File: config.mk
export PLATFORM = sky130hd
export DESIGN_NAME = rv32i_pipe
export DESIGN_NICKNAME = d
export VERILOG_FILES = /design/src/rtl/rv32i_isa_pkg.sv /design/src/rtl/rv32i_pipe_pkg.sv /design/src/rtl/rv32i_pipe.sv /design/src/rtl/rv32i_hazard.sv /design/src/rtl/rv32i_execute.sv /design/src/rtl/rv32i_regfile.sv /design/src/rtl/rv32i_decoder.sv
export VERILOG_INCLUDE_DIRS = /design/src /design/src/rtl
export SDC_FILE = /design/constraint.sdc
export NUM_CORES = 2
export LEC_CHECK = 0
export ABC_AREA = 0
export BUFFER_PORTS_ARGS = -buffer_cell sky130_fd_sc_hd__buf_2
export CAP_MARGIN = 10
export CORE_MARGIN = 2
export CORE_UTILIZATION = 45
export CTS_BUF_LIST = sky130_fd_sc_hd__clkbuf_2 sky130_fd_sc_hd__clkbuf_4 sky130_fd_sc_hd__clkbuf_8
export DETAILED_ROUTE_END_ITERATION = 16
export SYNTH_ARGS = -nofsm -noshare
export SYNTH_HDL_FRONTEND = slang
export SYNTH_SLANG_ARGS = --single-unit
File: constraint.sdc
create_clock -name clk -period 75.4 [get_ports clk]
set_clock_uncertainty 0.15 [all_clocks]
set_input_delay 0 -clock clk [delete_from_list [all_inputs] [get_ports clk]]
set_output_delay 0 -clock clk [all_outputs]
set_load 0.02 [all_outputs]
File: src/rtl/rv32i_consts.svh
// Encoding constants for the RV32I subset, included by the decoder, execute unit and top level
`ifndef RV32I_CONSTS_SVH
`define RV32I_CONSTS_SVH

// Opcode field values
`define RV_OP_R       7'b0110011
`define RV_OP_IMM     7'b0010011
`define RV_OP_LOAD    7'b0000011
`define RV_OP_STORE   7'b0100011
`define RV_OP_BRANCH  7'b1100011
`define RV_OP_JAL     7'b1101111

// Funct3 values
`define RV_F3_ADD     3'b000
`define RV_F3_SLL     3'b001
`define RV_F3_XOR     3'b100
`define RV_F3_OR      3'b110
`define RV_F3_AND     3'b111
`define RV_F3_BEQ     3'b000
`define RV_F3_BNE     3'b001

`define RV_F7_SUB     7'b0100000   // Selects sub over add

`define RV_NOP        32'h00000013 // addi x0, x0, 0
`define RV_RESET_PC   32'h00000000
`define RV_PC_STEP    32'd4

`endif
File: src/rtl/rv32i_isa_pkg.sv
// Instruction-set types shared by the pipeline modules, imported where words or fields are used
package rv32i_isa_pkg;

  // Data and address word
  typedef logic [31:0] word_t;

  // Register index in the 32-entry file
  typedef logic [4:0] reg_idx_t;

  typedef logic [6:0] opcode_t;   // Low seven bits of an instruction

  // ALU operations of the kept instructions
  typedef enum logic [2:0] {
    ALU_ADD,
    ALU_SUB,   // Also used for the branch compare
    ALU_AND,
    ALU_OR,
    ALU_XOR,
    ALU_SLL
  } alu_op_t;

endpackage

File: src/rtl/rv32i_pipe_pkg.sv
// Control bundle and stage register structs, imported by the decoder, execute, hazard and top level
package rv32i_pipe_pkg;
  import rv32i_isa_pkg::*;

  // Decoded control, all zero for an unknown instruction
  typedef struct packed {
    logic    reg_write;
    logic    mem_read;
    logic    mem_write;
    logic    alu_src_imm;   // Second operand is the immediate
    logic    branch;
    logic    branch_ne;     // Taken on nonzero difference
    logic    jal;
    alu_op_t alu_op;
  } ctrl_t;

  // Decode to execute
  typedef struct packed {
    logic     valid;
    ctrl_t    ctrl;
    word_t    pc;
    reg_idx_t rs1;
    reg_idx_t rs2;
    reg_idx_t rd;
    word_t    rs1_data;
    word_t    rs2_data;
    word_t    imm;
  } dec_exe_t;

  // Execute to memory
  typedef struct packed {
    logic     valid;
    logic     reg_write;
    logic     mem_read;
    logic     mem_write;
    reg_idx_t rd;
    word_t    result;       // ALU result, address or link value
    word_t    store_data;
  } exe_mem_t;

  // Memory to writeback
  typedef struct packed {
    logic     valid;
    logic     reg_write;
    reg_idx_t rd;
    word_t    wb_data;
  } mem_wb_t;

  // Operand source in execute
  typedef enum logic [1:0] {FWD_NONE, FWD_MEM, FWD_WB} fwd_sel_t;

endpackage

File: src/rtl/rv32i_pipe.sv
// Top level of the five-stage RV32I pipeline, holds the pc and stage registers and drives memory ports
`timescale 1ns/1ns
`include "rv32i_consts.svh"

module rv32i_pipe
  import rv32i_isa_pkg::*, rv32i_pipe_pkg::*;
(
  input  logic  clk,
  input  logic  reset,
  output word_t pc,
  input  word_t inst,
  output logic  mem_write,
  output word_t mem_addr,
  output word_t mem_wdata,
  input  word_t mem_rdata
);

  // Fetch to decode
  logic     fd_valid;
  word_t    fd_pc;
  word_t    fd_inst;

  ctrl_t    dec_ctrl;
  reg_idx_t dec_rs1;
  reg_idx_t dec_rs2;
  reg_idx_t dec_rd;
  word_t    dec_imm;
  word_t    rf_a;
  word_t    rf_b;

  dec_exe_t dex;
  exe_mem_t xm_next;
  exe_mem_t xm;
  mem_wb_t  mw;

  fwd_sel_t fwd_a;
  fwd_sel_t fwd_b;
  logic     stall;
  logic     flush;
  logic     redirect;
  word_t    target;

  always_ff @(posedge clk or posedge reset)
  begin
    if (reset)
      pc <= `RV_RESET_PC;
    else if (flush)
      pc <= target;   // Flush beats stall
    else if (!stall)
      pc <= pc + `RV_PC_STEP;
  end

  always_ff @(posedge clk or posedge reset)
  begin
    if (reset)
    begin
      fd_valid <= 1'b0;
      fd_inst  <= `RV_NOP;
    end
    else if (flush)
    begin
      fd_valid <= 1'b0;
      fd_inst  <= `RV_NOP;
    end
    else if (!stall)
    begin
      fd_valid <= 1'b1;
      fd_inst  <= inst;
    end
  end

  always_ff @(posedge clk)
  begin
    if (!stall)
      fd_pc <= pc;
  end

  rv32i_decoder u_decoder (
    .inst (fd_inst),
    .ctrl (dec_ctrl),
    .rs1  (dec_rs1),
    .rs2  (dec_rs2),
    .rd   (dec_rd),
    .imm  (dec_imm)
  );

  rv32i_regfile u_regfile (
    .clk     (clk),
    .reset   (reset),
    .we      (mw.valid & mw.reg_write),
    .waddr   (mw.rd),
    .wdata   (mw.wb_data),
    .raddr_a (dec_rs1),
    .raddr_b (dec_rs2),
    .rdata_a (rf_a),
    .rdata_b (rf_b)
  );

  always_ff @(posedge clk or posedge reset)
  begin
    if (reset)
      dex <= '0;
    else if (flush || stall)
    begin
      dex.valid <= 1'b0;   // Bubble into execute
      dex.ctrl  <= '0;
    end
    else
    begin
      dex.valid    <= fd_valid;
      dex.ctrl     <= fd_valid ? dec_ctrl : '0;
      dex.pc       <= fd_pc;
      dex.rs1      <= dec_rs1;
      dex.rs2      <= dec_rs2;
      dex.rd       <= dec_rd;
      dex.rs1_data <= rf_a;
      dex.rs2_data <= rf_b;
      dex.imm      <= dec_imm;
    end
  end

  rv32i_hazard u_hazard (
    .rs1      (dec_rs1),
    .rs2      (dec_rs2),
    .dex      (dex),
    .xm       (xm),
    .mw       (mw),
    .redirect (redirect),
    .fwd_a    (fwd_a),
    .fwd_b    (fwd_b),
    .stall    (stall),
    .flush    (flush)
  );

  rv32i_execute u_execute (
    .dex        (dex),
    .fwd_a      (fwd_a),
    .fwd_b      (fwd_b),
    .mem_result (xm.result),
    .wb_data    (mw.wb_data),
    .xm         (xm_next),
    .redirect   (redirect),
    .target     (target)
  );

  always_ff @(posedge clk or posedge reset)
  begin
    if (reset)
    begin
      xm <= '0;
      mw <= '0;
    end
    else
    begin
      xm         <= xm_next;
      mw.valid   <= xm.valid;
      mw.reg_write <= xm.reg_write;
      mw.rd      <= xm.rd;
      mw.wb_data <= xm.mem_read ? mem_rdata : xm.result;   // Loaded word or ALU result
    end
  end

  assign mem_write = xm.mem_write;
  assign mem_addr  = xm.result;
  assign mem_wdata = xm.store_data;

endmodule

File: src/rtl/rv32i_hazard.sv
// Hazard unit, picks forwarding sources for execute and raises load-use stall and redirect flush
`timescale 1ns/1ns

module rv32i_hazard
  import rv32i_isa_pkg::*, rv32i_pipe_pkg::*;
(
  input  reg_idx_t rs1,
  input  reg_idx_t rs2,
  input  dec_exe_t dex,
  input  exe_mem_t xm,
  input  mem_wb_t  mw,
  input  logic     redirect,
  output fwd_sel_t fwd_a,
  output fwd_sel_t fwd_b,
  output logic     stall,
  output logic     flush
);

  // Youngest producer first
  function automatic fwd_sel_t fwd_for(input reg_idx_t src, input exe_mem_t m,
                                       input mem_wb_t w);
    fwd_sel_t sel;
    if (m.valid && m.reg_write && m.rd != '0 && m.rd == src)
      sel = FWD_MEM;
    else if (w.valid && w.reg_write && w.rd != '0 && w.rd == src)
      sel = FWD_WB;
    else
      sel = FWD_NONE;
    return sel;
  endfunction

  assign fwd_a = fwd_for(dex.rs1, xm, mw);
  assign fwd_b = fwd_for(dex.rs2, xm, mw);

  // Loaded word is not ready until writeback
  assign stall = dex.valid & dex.ctrl.mem_read & (dex.rd != '0) &
                 ((dex.rd == rs1) | (dex.rd == rs2));

  assign flush = redirect;

endmodule

File: src/rtl/rv32i_execute.sv
// Execute stage logic, forwards operands, runs the ALU and resolves branches and jal
`timescale 1ns/1ns
`include "rv32i_consts.svh"

module rv32i_execute
  import rv32i_isa_pkg::*, rv32i_pipe_pkg::*;
(
  input  dec_exe_t dex,
  input  fwd_sel_t fwd_a,
  input  fwd_sel_t fwd_b,
  input  word_t    mem_result,
  input  word_t    wb_data,
  output exe_mem_t xm,
  output logic     redirect,
  output word_t    target
);

  word_t op_a;
  word_t op_b_reg;   // Forwarded rs2, also the store data
  word_t op_b;
  word_t alu_res;
  logic  zero;
  logic  taken;

  function automatic word_t pick(input fwd_sel_t sel, input word_t reg_val,
                                 input word_t mem_val, input word_t wb_val);
    word_t val;
    case (sel)
      FWD_MEM: val = mem_val;
      FWD_WB:  val = wb_val;
      default: val = reg_val;
    endcase
    return val;
  endfunction

  assign op_a     = pick(fwd_a, dex.rs1_data, mem_result, wb_data);
  assign op_b_reg = pick(fwd_b, dex.rs2_data, mem_result, wb_data);
  assign op_b     = dex.ctrl.alu_src_imm ? dex.imm : op_b_reg;

  always_comb
  begin
    case (dex.ctrl.alu_op)
      ALU_SUB: alu_res = op_a - op_b;
      ALU_AND: alu_res = op_a & op_b;
      ALU_OR:  alu_res = op_a | op_b;
      ALU_XOR: alu_res = op_a ^ op_b;
      ALU_SLL: alu_res = op_a << op_b[4:0];
      default: alu_res = op_a + op_b;
    endcase
  end

  assign zero     = (alu_res == '0);
  assign taken    = dex.ctrl.branch & (dex.ctrl.branch_ne ? !zero : zero);
  assign redirect = dex.valid & (dex.ctrl.jal | taken);
  assign target   = dex.pc + dex.imm;   // Same adder for branch and jal

  always_comb
  begin
    xm.valid      = dex.valid;
    xm.reg_write  = dex.valid & dex.ctrl.reg_write;
    xm.mem_read   = dex.valid & dex.ctrl.mem_read;
    xm.mem_write  = dex.valid & dex.ctrl.mem_write;
    xm.rd         = dex.rd;
    xm.result     = dex.ctrl.jal ? dex.pc + `RV_PC_STEP : alu_res;   // Link value for jal
    xm.store_data = op_b_reg;
  end

endmodule

File: src/rtl/rv32i_regfile.sv
// Register file with two read ports and a write-through bypass, read in decode and written from writeback
`timescale 1ns/1ns

module rv32i_regfile (
  input  logic        clk,
  input  logic        reset,
  input  logic        we,
  input  logic [4:0]  waddr,
  input  logic [4:0]  raddr_a,
  input  logic [4:0]  raddr_b,
  input  logic [31:0] wdata,
  output logic [31:0] rdata_a,
  output logic [31:0] rdata_b
);

  logic [31:0] regs [1:31];   // x0 has no storage

  function automatic logic [31:0] read_port(input logic [4:0] addr);
    logic [31:0] data;
    if (addr == 5'd0)
      data = '0;
    else if (we && addr == waddr)
      data = wdata;           // Same-cycle write wins
    else
      data = regs[addr];
    return data;
  endfunction

  always_ff @(posedge clk or posedge reset)
  begin
    if (reset)
    begin
      for (int i = 1; i < 32; i++)
        regs[i] <= '0;
    end
    else if (we && waddr != 5'd0)
      regs[waddr] <= wdata;
  end

  always_comb
  begin
    rdata_a = read_port(raddr_a);
    rdata_b = read_port(raddr_b);
  end

endmodule

File: src/rtl/rv32i_decoder.sv
// Combinational decoder used in decode to turn a fetched word into control, indices and immediate
`timescale 1ns/1ns
`include "rv32i_consts.svh"

module rv32i_decoder
  import rv32i_isa_pkg::*, rv32i_pipe_pkg::*;
(
  input  word_t    inst,
  output ctrl_t    ctrl,
  output reg_idx_t rs1,
  output reg_idx_t rs2,
  output reg_idx_t rd,
  output word_t    imm
);

  opcode_t    opcode;
  logic [2:0] funct3;
  logic [6:0] funct7;

  assign opcode = inst[6:0];
  assign funct3 = inst[14:12];
  assign funct7 = inst[31:25];
  assign rs1    = inst[19:15];
  assign rs2    = inst[24:20];
  assign rd     = inst[11:7];

  always_comb
  begin
    ctrl = '0;
    imm  = '0;
    case (opcode)
      `RV_OP_R:
      begin
        ctrl.reg_write = 1'b1;
        case ({funct7, funct3})
          {7'd0, `RV_F3_ADD}:       ctrl.alu_op = ALU_ADD;
          {`RV_F7_SUB, `RV_F3_ADD}: ctrl.alu_op = ALU_SUB;
          {7'd0, `RV_F3_AND}:       ctrl.alu_op = ALU_AND;
          {7'd0, `RV_F3_OR}:        ctrl.alu_op = ALU_OR;
          {7'd0, `RV_F3_XOR}:       ctrl.alu_op = ALU_XOR;
          {7'd0, `RV_F3_SLL}:       ctrl.alu_op = ALU_SLL;
          default:                  ctrl = '0;
        endcase
      end
      `RV_OP_IMM:
      begin
        ctrl.reg_write   = 1'b1;
        ctrl.alu_src_imm = 1'b1;
        imm = {{20{inst[31]}}, inst[31:20]};
        case (funct3)
          `RV_F3_ADD: ctrl.alu_op = ALU_ADD;
          `RV_F3_AND: ctrl.alu_op = ALU_AND;
          `RV_F3_OR:  ctrl.alu_op = ALU_OR;
          `RV_F3_XOR: ctrl.alu_op = ALU_XOR;
          `RV_F3_SLL: ctrl.alu_op = ALU_SLL;
          default:    ctrl = '0;
        endcase
        if (funct3 == `RV_F3_SLL && funct7 != 7'd0)
          ctrl = '0;   // slli needs a zero upper field
      end
      `RV_OP_LOAD:
      begin
        ctrl.reg_write   = 1'b1;
        ctrl.mem_read    = 1'b1;
        ctrl.alu_src_imm = 1'b1;
        imm = {{20{inst[31]}}, inst[31:20]};
      end
      `RV_OP_STORE:
      begin
        ctrl.mem_write   = 1'b1;
        ctrl.alu_src_imm = 1'b1;
        imm = {{20{inst[31]}}, inst[31:25], inst[11:7]};
      end
      `RV_OP_BRANCH:
      begin
        imm = {{19{inst[31]}}, inst[31], inst[7], inst[30:25], inst[11:8], 1'b0};
        if (funct3 == `RV_F3_BEQ || funct3 == `RV_F3_BNE)
        begin
          ctrl.branch    = 1'b1;
          ctrl.branch_ne = (funct3 == `RV_F3_BNE);
          ctrl.alu_op    = ALU_SUB;   // Zero difference means equal
        end
      end
      `RV_OP_JAL:
      begin
        ctrl.reg_write = 1'b1;
        ctrl.jal       = 1'b1;
        imm = {{11{inst[31]}}, inst[31], inst[19:12], inst[20], inst[30:21], 1'b0};
      end
      default: ctrl = '0;
    endcase
  end

endmodule

Word-level counts from Yosys, hierarchy flattened:

Index checks and enable logic that the tools add are counted.

* register bits after elaboration: 1355
* output and inout bits: 97
* logic and storage cells: 198

* add/sub/neg operators: 5
* order comparisons: 4
* equal/unequal tests: 33
* shifts and indexed selects: 1
* multiplexer cells: 47
* bitwise logic cells: 16
* reductions and logical operators: 30

Operator list (number)
* $bwmux 992: 1
* $mux 32: 16
* $bmux 32 s5: 2
* $demux 32 s5: 1
* $pmux 32 s5: 1
* $pmux 32 s2: 2
* $pmux 32 s4: 1
* $add 32x3->32 const B: 2
* $add 32x32->32: 2
* $eq 5x5->1: 8
* $and 32x32->32: 1
* $logic_not 32->1: 1
* $or 32x32->32: 1
* $shl 32x5->32: 1
* $sub 32x32->32: 1
* $xor 32x32->32: 1
* $eq 10x3->1 const B: 3
* $mux 10: 2
* $ge 6x6->1 const B: 3
* $not 5->6: 3
* $eq 3x3->1 const B: 5
* $pmux 1 s3: 5
* $pmux 3 s5: 1
* $reduce_bool 5->1: 3
* 31 further kinds: 69

Logic depth before layout (Yosys ltp):

* word-level depth: 18
* depth in mapped cells: 34

Modules after synthesis:

From an unflattened synthesis, not the netlist that was laid out.

* cells, all modules: 6350
* area, all modules: 79203.5 um2

By module, submodules not included
* rv32i_regfile: instances 1, cells each 3774, area an instance 54561.1 um2
* rv32i_pipe: instances 1, cells each 883, area an instance 13417.9 um2
* rv32i_execute: instances 1, cells each 1549, area an instance 10144.7 um2
* rv32i_decoder: instances 1, cells each 94, area an instance 671.9 um2
* rv32i_hazard: instances 1, cells each 50, area an instance 407.9 um2

Worst setup path after synthesis:

Ideal clock, no wire load.

* kind: register to register
* from: register, netlist name mw[34]
* to: register, netlist name dex[46]
* data arrival time: 7.633 ns
* data required time: 75.122 ns
* path slack: 67.490 ns
* stages on the path, launching flop included: 35
* cell sequence: dfrtp_1 > buf_2 > or3_1 > buf_2 > o311a_1 > and3_1 > o31a_1 > buf_2 > nor2_8 > buf_2 > buf_1 > ha_1 > o211ai_1 > nor3_1 > nand2_1 > nor2_1 > a21oi_1 > xnor2_1 > ha_1 > nand4_1 > or3_1 > o21ba_2 > a31oi_1 > a2111oi_0 > nor3_1 > a41oi_1 > nand4_1 > o41a_1 > and3_1 > nor4b_1 > a31oi_1 > nor3_2 > buf_6 > buf_8 > mux2_1

* cells in the longest elaborated chain, start to end: 17
* elaborated cells between the ends (all ways): 35
* those cells by class: add/sub: 2; eq/ne: 7; shift: 1; mux: 11; bitwise: 6; reduce/logical: 8

Ends and longest elaborated chain
* $reduce_bool 5->1: RTL line rv32i_hazard.sv:25 `else if (w.valid && w.reg_write && w.rd != '0 && w.rd == src)`
* $logic_and 1x1->1 (2 in series): RTL line rv32i_hazard.sv:25
* $mux 2: RTL line rv32i_hazard.sv:25
* $mux 2: RTL line rv32i_hazard.sv:23 `if (m.valid && m.reg_write && m.rd != '0 && m.rd == src)`
* $eq 2x2->1 / $eq 2x1->1 (equally long branches): RTL line rv32i_execute.sv:28 `case (sel)`
* $pmux 32 s2: RTL line rv32i_execute.sv:28
* $mux 32: RTL line rv32i_execute.sv:38 `assign op_b = dex.ctrl.alu_src_imm ? dex.imm : op_b_reg;`
* $add 32x32->32, or another cell as far along: RTL line rv32i_execute.sv:48 `default: alu_res = op_a + op_b;`
* $pmux 32 s5: RTL line rv32i_execute.sv:42 `case (dex.ctrl.alu_op)`
* $logic_not 32->1: RTL line rv32i_execute.sv:52 `assign zero = (alu_res == '0);`
* $logic_not 1->1: RTL line rv32i_execute.sv:53 `assign taken = dex.ctrl.branch & (dex.ctrl.branch_ne ? !zero : zero);`
* $mux 1: RTL line rv32i_execute.sv:53
* $and 1x1->1: RTL line rv32i_execute.sv:53
* $or 1x1->1: RTL line rv32i_execute.sv:54 `assign redirect = dex.valid & (dex.ctrl.jal | taken);`
* $and 1x1->1: RTL line rv32i_execute.sv:54
* $logic_or 1x1->1: RTL line rv32i_pipe.sv:103 `else if (flush || stall)`

Several ways; a longest one is shown, not always the timed one.
A chain may end at the register's enable or synchronous reset.

Worst setup path in the final report:

* from: register, netlist name mw[33]
* to: register, netlist name dex[74]

* cells in the longest elaborated chain, start to end: 17
* elaborated cells between the ends (all ways): 35
* those cells by class: add/sub: 2; eq/ne: 7; shift: 1; mux: 11; bitwise: 6; reduce/logical: 8

Ends and longest elaborated chain (RTL line)
* $reduce_bool 5->1: rv32i_hazard.sv:25
* $logic_and 1x1->1 (2 in series): rv32i_hazard.sv:25
* $mux 2: rv32i_hazard.sv:25
* $mux 2: rv32i_hazard.sv:23
* $eq 2x2->1 / $eq 2x1->1 (equally long branches): rv32i_execute.sv:28
* $pmux 32 s2: rv32i_execute.sv:28
* $mux 32: rv32i_execute.sv:38
* $add 32x32->32, or another cell as far along: rv32i_execute.sv:48
* $pmux 32 s5: rv32i_execute.sv:42
* $logic_not 32->1: rv32i_execute.sv:52
* $logic_not 1->1: rv32i_execute.sv:53
* $mux 1: rv32i_execute.sv:53
* $and 1x1->1: rv32i_execute.sv:53
* $or 1x1->1: rv32i_execute.sv:54
* $and 1x1->1: rv32i_execute.sv:54
* $logic_or 1x1->1: rv32i_pipe.sv:103

Several ways; a longest one is shown, not always the timed one.

==> flow_metrics.py <==
metrics = {
    "outcome": {
        "outcome": "finished clean",
    },
    "logic_synthesis": {
        "yosysUniqueCellTypes": 95,
        "yosysSeqAreaShare": 0.4274,
        "synth_top_area_frac": 0.4142,
        "synth_xor_area_frac": 0.01983,
        "synth_edf_count": 32,
        "syn_area_sq_mm": 0.07908,
        "yosys_warnings": 0,
        "synthMostInstantiatedCell": "dfrtp_1",
        "synth_top_family_by_area": "multiplexers",
        "syn_area_per_cell_sq_um": 12.50,
        "synthSimpleGateAreaFrac": 0.06296,
        "synthTopCellsByCount": "dfrtp_1 (1309), mux2_2 (1140), mux4_2 (566), clkbuf_1 (421), nor2_1 (343)",
        "ys_seq_elements": 1344,
        "synth_area_leader_cell": "dfrtp_1",
        "yosys_most_used_dff": "dfrtp_1",
        "async_reset_ff_frac": 0.9762,
        "synth_compound_area_frac": 0.07440,
        "synthTopCellsByArea": "dfrtp_1 (41%), mux2_2 (16%), mux4_2 (16%), mux2i_1 (2.2%), ha_1 (2.1%)",
        "synth.net_count": 6523,
        "synthAdderAreaFrac": 0.02123,
        "synth_mux_area_frac": 0.3533,
        "netlist_instances": 6324,
    },
    "sta": {
        "setup_viol": 0,
        "worst_pin_slew_ps": 1298,
        "rsz0062_at_grt": "false",
        "fmax_mhz": 83.23,
        "post-route-period-util": 0.1593,
        "min_period_ps": 12010,
        "hold_violations": 0,
        "fin_tns_setup_ps": 0,
        "slew_viol_final": 0,
        "maxSlewHeadroom": 0.1347,
    },
    "power": {
        "leakage_nw": 40.87,
        "p_per_area_mw_per_mm2": 19.71,
        "switchingPower_mw": 0.5015,
        "swShare": 0.2880,
        "p_int_mw": 1.240,
        "share_comb_of_total_power": 0.126,
        "clkPwrFrac": 0.424,
        "ir_drop_v": 0.00002099,
        "pwr-share-seq": 0.450,
    },
    "route": {
        "ant_nets": 0,
        "viasPerCell": 6.415,
        "first_pass_iters": 6,
        "drt_iter0_drc": 5654,
        "wl_mm": 273.2,
        "post-route-drc-count": 0,
        "routedWlPerCell_um": 30.66,
        "num_vias": 57150,
    },
    "clock_network": {
        "clk_path_buf_depth": 3,
        "cts_tree": "done",
        "cts_sinks": 1344,
        "clk_pin_slew_ps": 60,
        "clock_latency_ps": 1030,
        "htree_levels": 4,
        "clock-root-buffer": "clkbuf_8",
        "numCtsBuffers": 228,
    },
    "min_path": {
        "min_path_type": "primary input to flip-flop",
    },
    "place": {
        "gp_congestion": 0.9995,
        "post-place-cells": 8348,
        "place.port_buffers": 162,
        "dp_hpwl_mm": 172.7,
    },
    "worst_setup_path": {
        "slowest_delay_ps": 840,
        "critPathMaxFanout": 64,
        "worstPathRequired_ps": 76130,
        "end_kind": "flip-flop",
        "crit_slowest_cell": "buf_4",
        "cp_top_family": "simple AND/OR/NAND/NOR gates",
        "critPathKind": "flip-flop to flip-flop",
        "crit_buf_inv": 3,
        "arrival_ps": 12750,
        "startpoint_type": "flip-flop",
    },
    "global_routing": {
        "grt_max_degree": 174,
        "grt_usage": 0.3020,
        "globalRoute.busiestLayer": "met2",
        "grt_overflow": 0,
        "antenna_found_initial": 10,
        "met1_usage": 0.4154,
        "grt_pass1_wl_mm": 399.8,
        "use_met2": 0.4805,
        "grt_pass1_vias": 57100,
        "grt_util_met3": 0.05384,
    },
    "die": {
        "dieWidth_um": 423.2,
        "core_sq_mm": 0.1742,
        "die_y_um": 423.2,
        "start_util": 0.4539,
        "ioPinCount": 163,
        "die-area_sq_mm": 0.1791,
        "rows": 153,
    },
    "final_layout": {
        "fillers": 15120,
        "syn_to_final_growth_pct": 11.71,
        "multiInputGateArea_sq_mm": 0.04227,
        "drive_above_1_share": 0.3956,
        "finalNonFillerCells": 8909,
        "finalNetCount": 6585,
        "seq_area_sq_mm": 0.03384,
    },
    "flow_run": {
        "cap_violations": 0,
    },
}
final cells by class:
cell class                 count  share of cell area
multi-input combinational   4216              0.4785
clock buffer                 378             0.05358
timing repair buffer         483             0.04153
inverter                     113            0.004915
tap                         2325             0.03293
antenna                        9           0.0002550
clock inverter                41            0.005226
sequential                  1344              0.3831
worst register-to-register path: cells and delay by family (launching register included):
family	cells	cell delay (ps)
AND/OR/NAND/NOR	12	4660
buffers and inverters	3	2120
flip-flops	1	730
adder cells (fa/ha/maj)	2	720
XOR/XNOR	2	380
AO/OA/AOI/OAI	10	2610
multiplexers	1	520
registers in the layout, indices dropped and copies added (netlist names):
| signal | cells |
|---|---|
| dex | 143 |
| pc | 32 |
| fd_valid | 1 |
| mw | 39 |
| mem_write | 1 |
| mem_addr | 32 |
| mem_wdata | 32 |
| fd_inst | 32 |
| u_regfile.regs | 992 |
| fd_pc | 32 |
| xm | 8 |
cells in the final DEF (no fill, tap or decap), types with 76 or more instances in the layout:
cell type,n
dfrtp_1,1297
mux2i_1,175
o21ai_0,170
mux4_2,566
nor3_1,135
buf_4,183
xnor2_1,131
a211oi_1,83
buf_2,162
mux2_2,1140
nor2_1,328
a31oi_1,76
a21oi_1,310
clkbuf_8,303
dlygate4sd3_1,130
nand3_1,100
ha_1,131
nand2_1,218
inv_1,107
repair_timing:
| action | 4_1_cts | 5_1_grt |
|---|---|---|
| hold endpoints to repair | 350 | 0 |
| resized for setup | 0 | 0 |
| buffers inserted | 0 | 0 |
| hold buffers | 130 | 0 |
path summary, 6_finish.rpt:
path | startpoint | endpoint | slack, ps | cells past startpoint
max | mw[33] | dex[74] | 63390 | 30
min | mem_rdata[10] | mw[10] | 150 | 4
max reg2reg | mw[33] | dex[74] | 63390 | 30
min reg2reg | xm[72] | mw[38] | 230 | 0
max in group asynchronous | reset | u_regfile.regs[395] | 70240 | 9
min in group asynchronous | reset | mw[23] | 220 | 4
metrics by stage:
step	power, mW	setup slack, ps	utilization	hold WS, ps	cell area [sq um]
after floorplan	0.9240	38270	-	-29.05	79080
after global placement	1.001	63680	0.4692	82.17	81740
after detailed placement	1.003	63650	0.4692	84.88	81740
after CTS	1.747	63600	0.5065	68.41	88230
after global routing	1.799	62840	0.5070	138.7	88320
final	1.741	63390	0.5071	153.4	88340
routing by layer:
metal,up-vias,share of wire
li1,23960,-
met1,30300,0.42
met2,2361,0.47
met3,531,0.071
met4,2,0.038
met5,-,0.000048
kinds of logic (layout without fill, tap and decap cells):
logic type	count (synthesis)	count (layout)
multiplexers	1924	1924
flip-flops	1344	1344
XOR/XNOR	179	179
AO/OA/AOI/OAI	925	925
buffers and inverters	764	1015
AND/OR/NAND/NOR	1055	1055
other	0	9
adder cells (fa/ha/maj)	133	133
power by group through the flow:
stage               registers (mW)  logic [mW]  clock network, mW
global placement             0.798       0.203                  0
detailed placement           0.799       0.204                  0
floorplan                    0.770       0.154                  0
CTS                          0.786       0.210              0.752
finish                       0.784       0.219              0.739
global route                 0.785       0.232              0.782
Note: power is estimated with default switching activity, not from simulation.
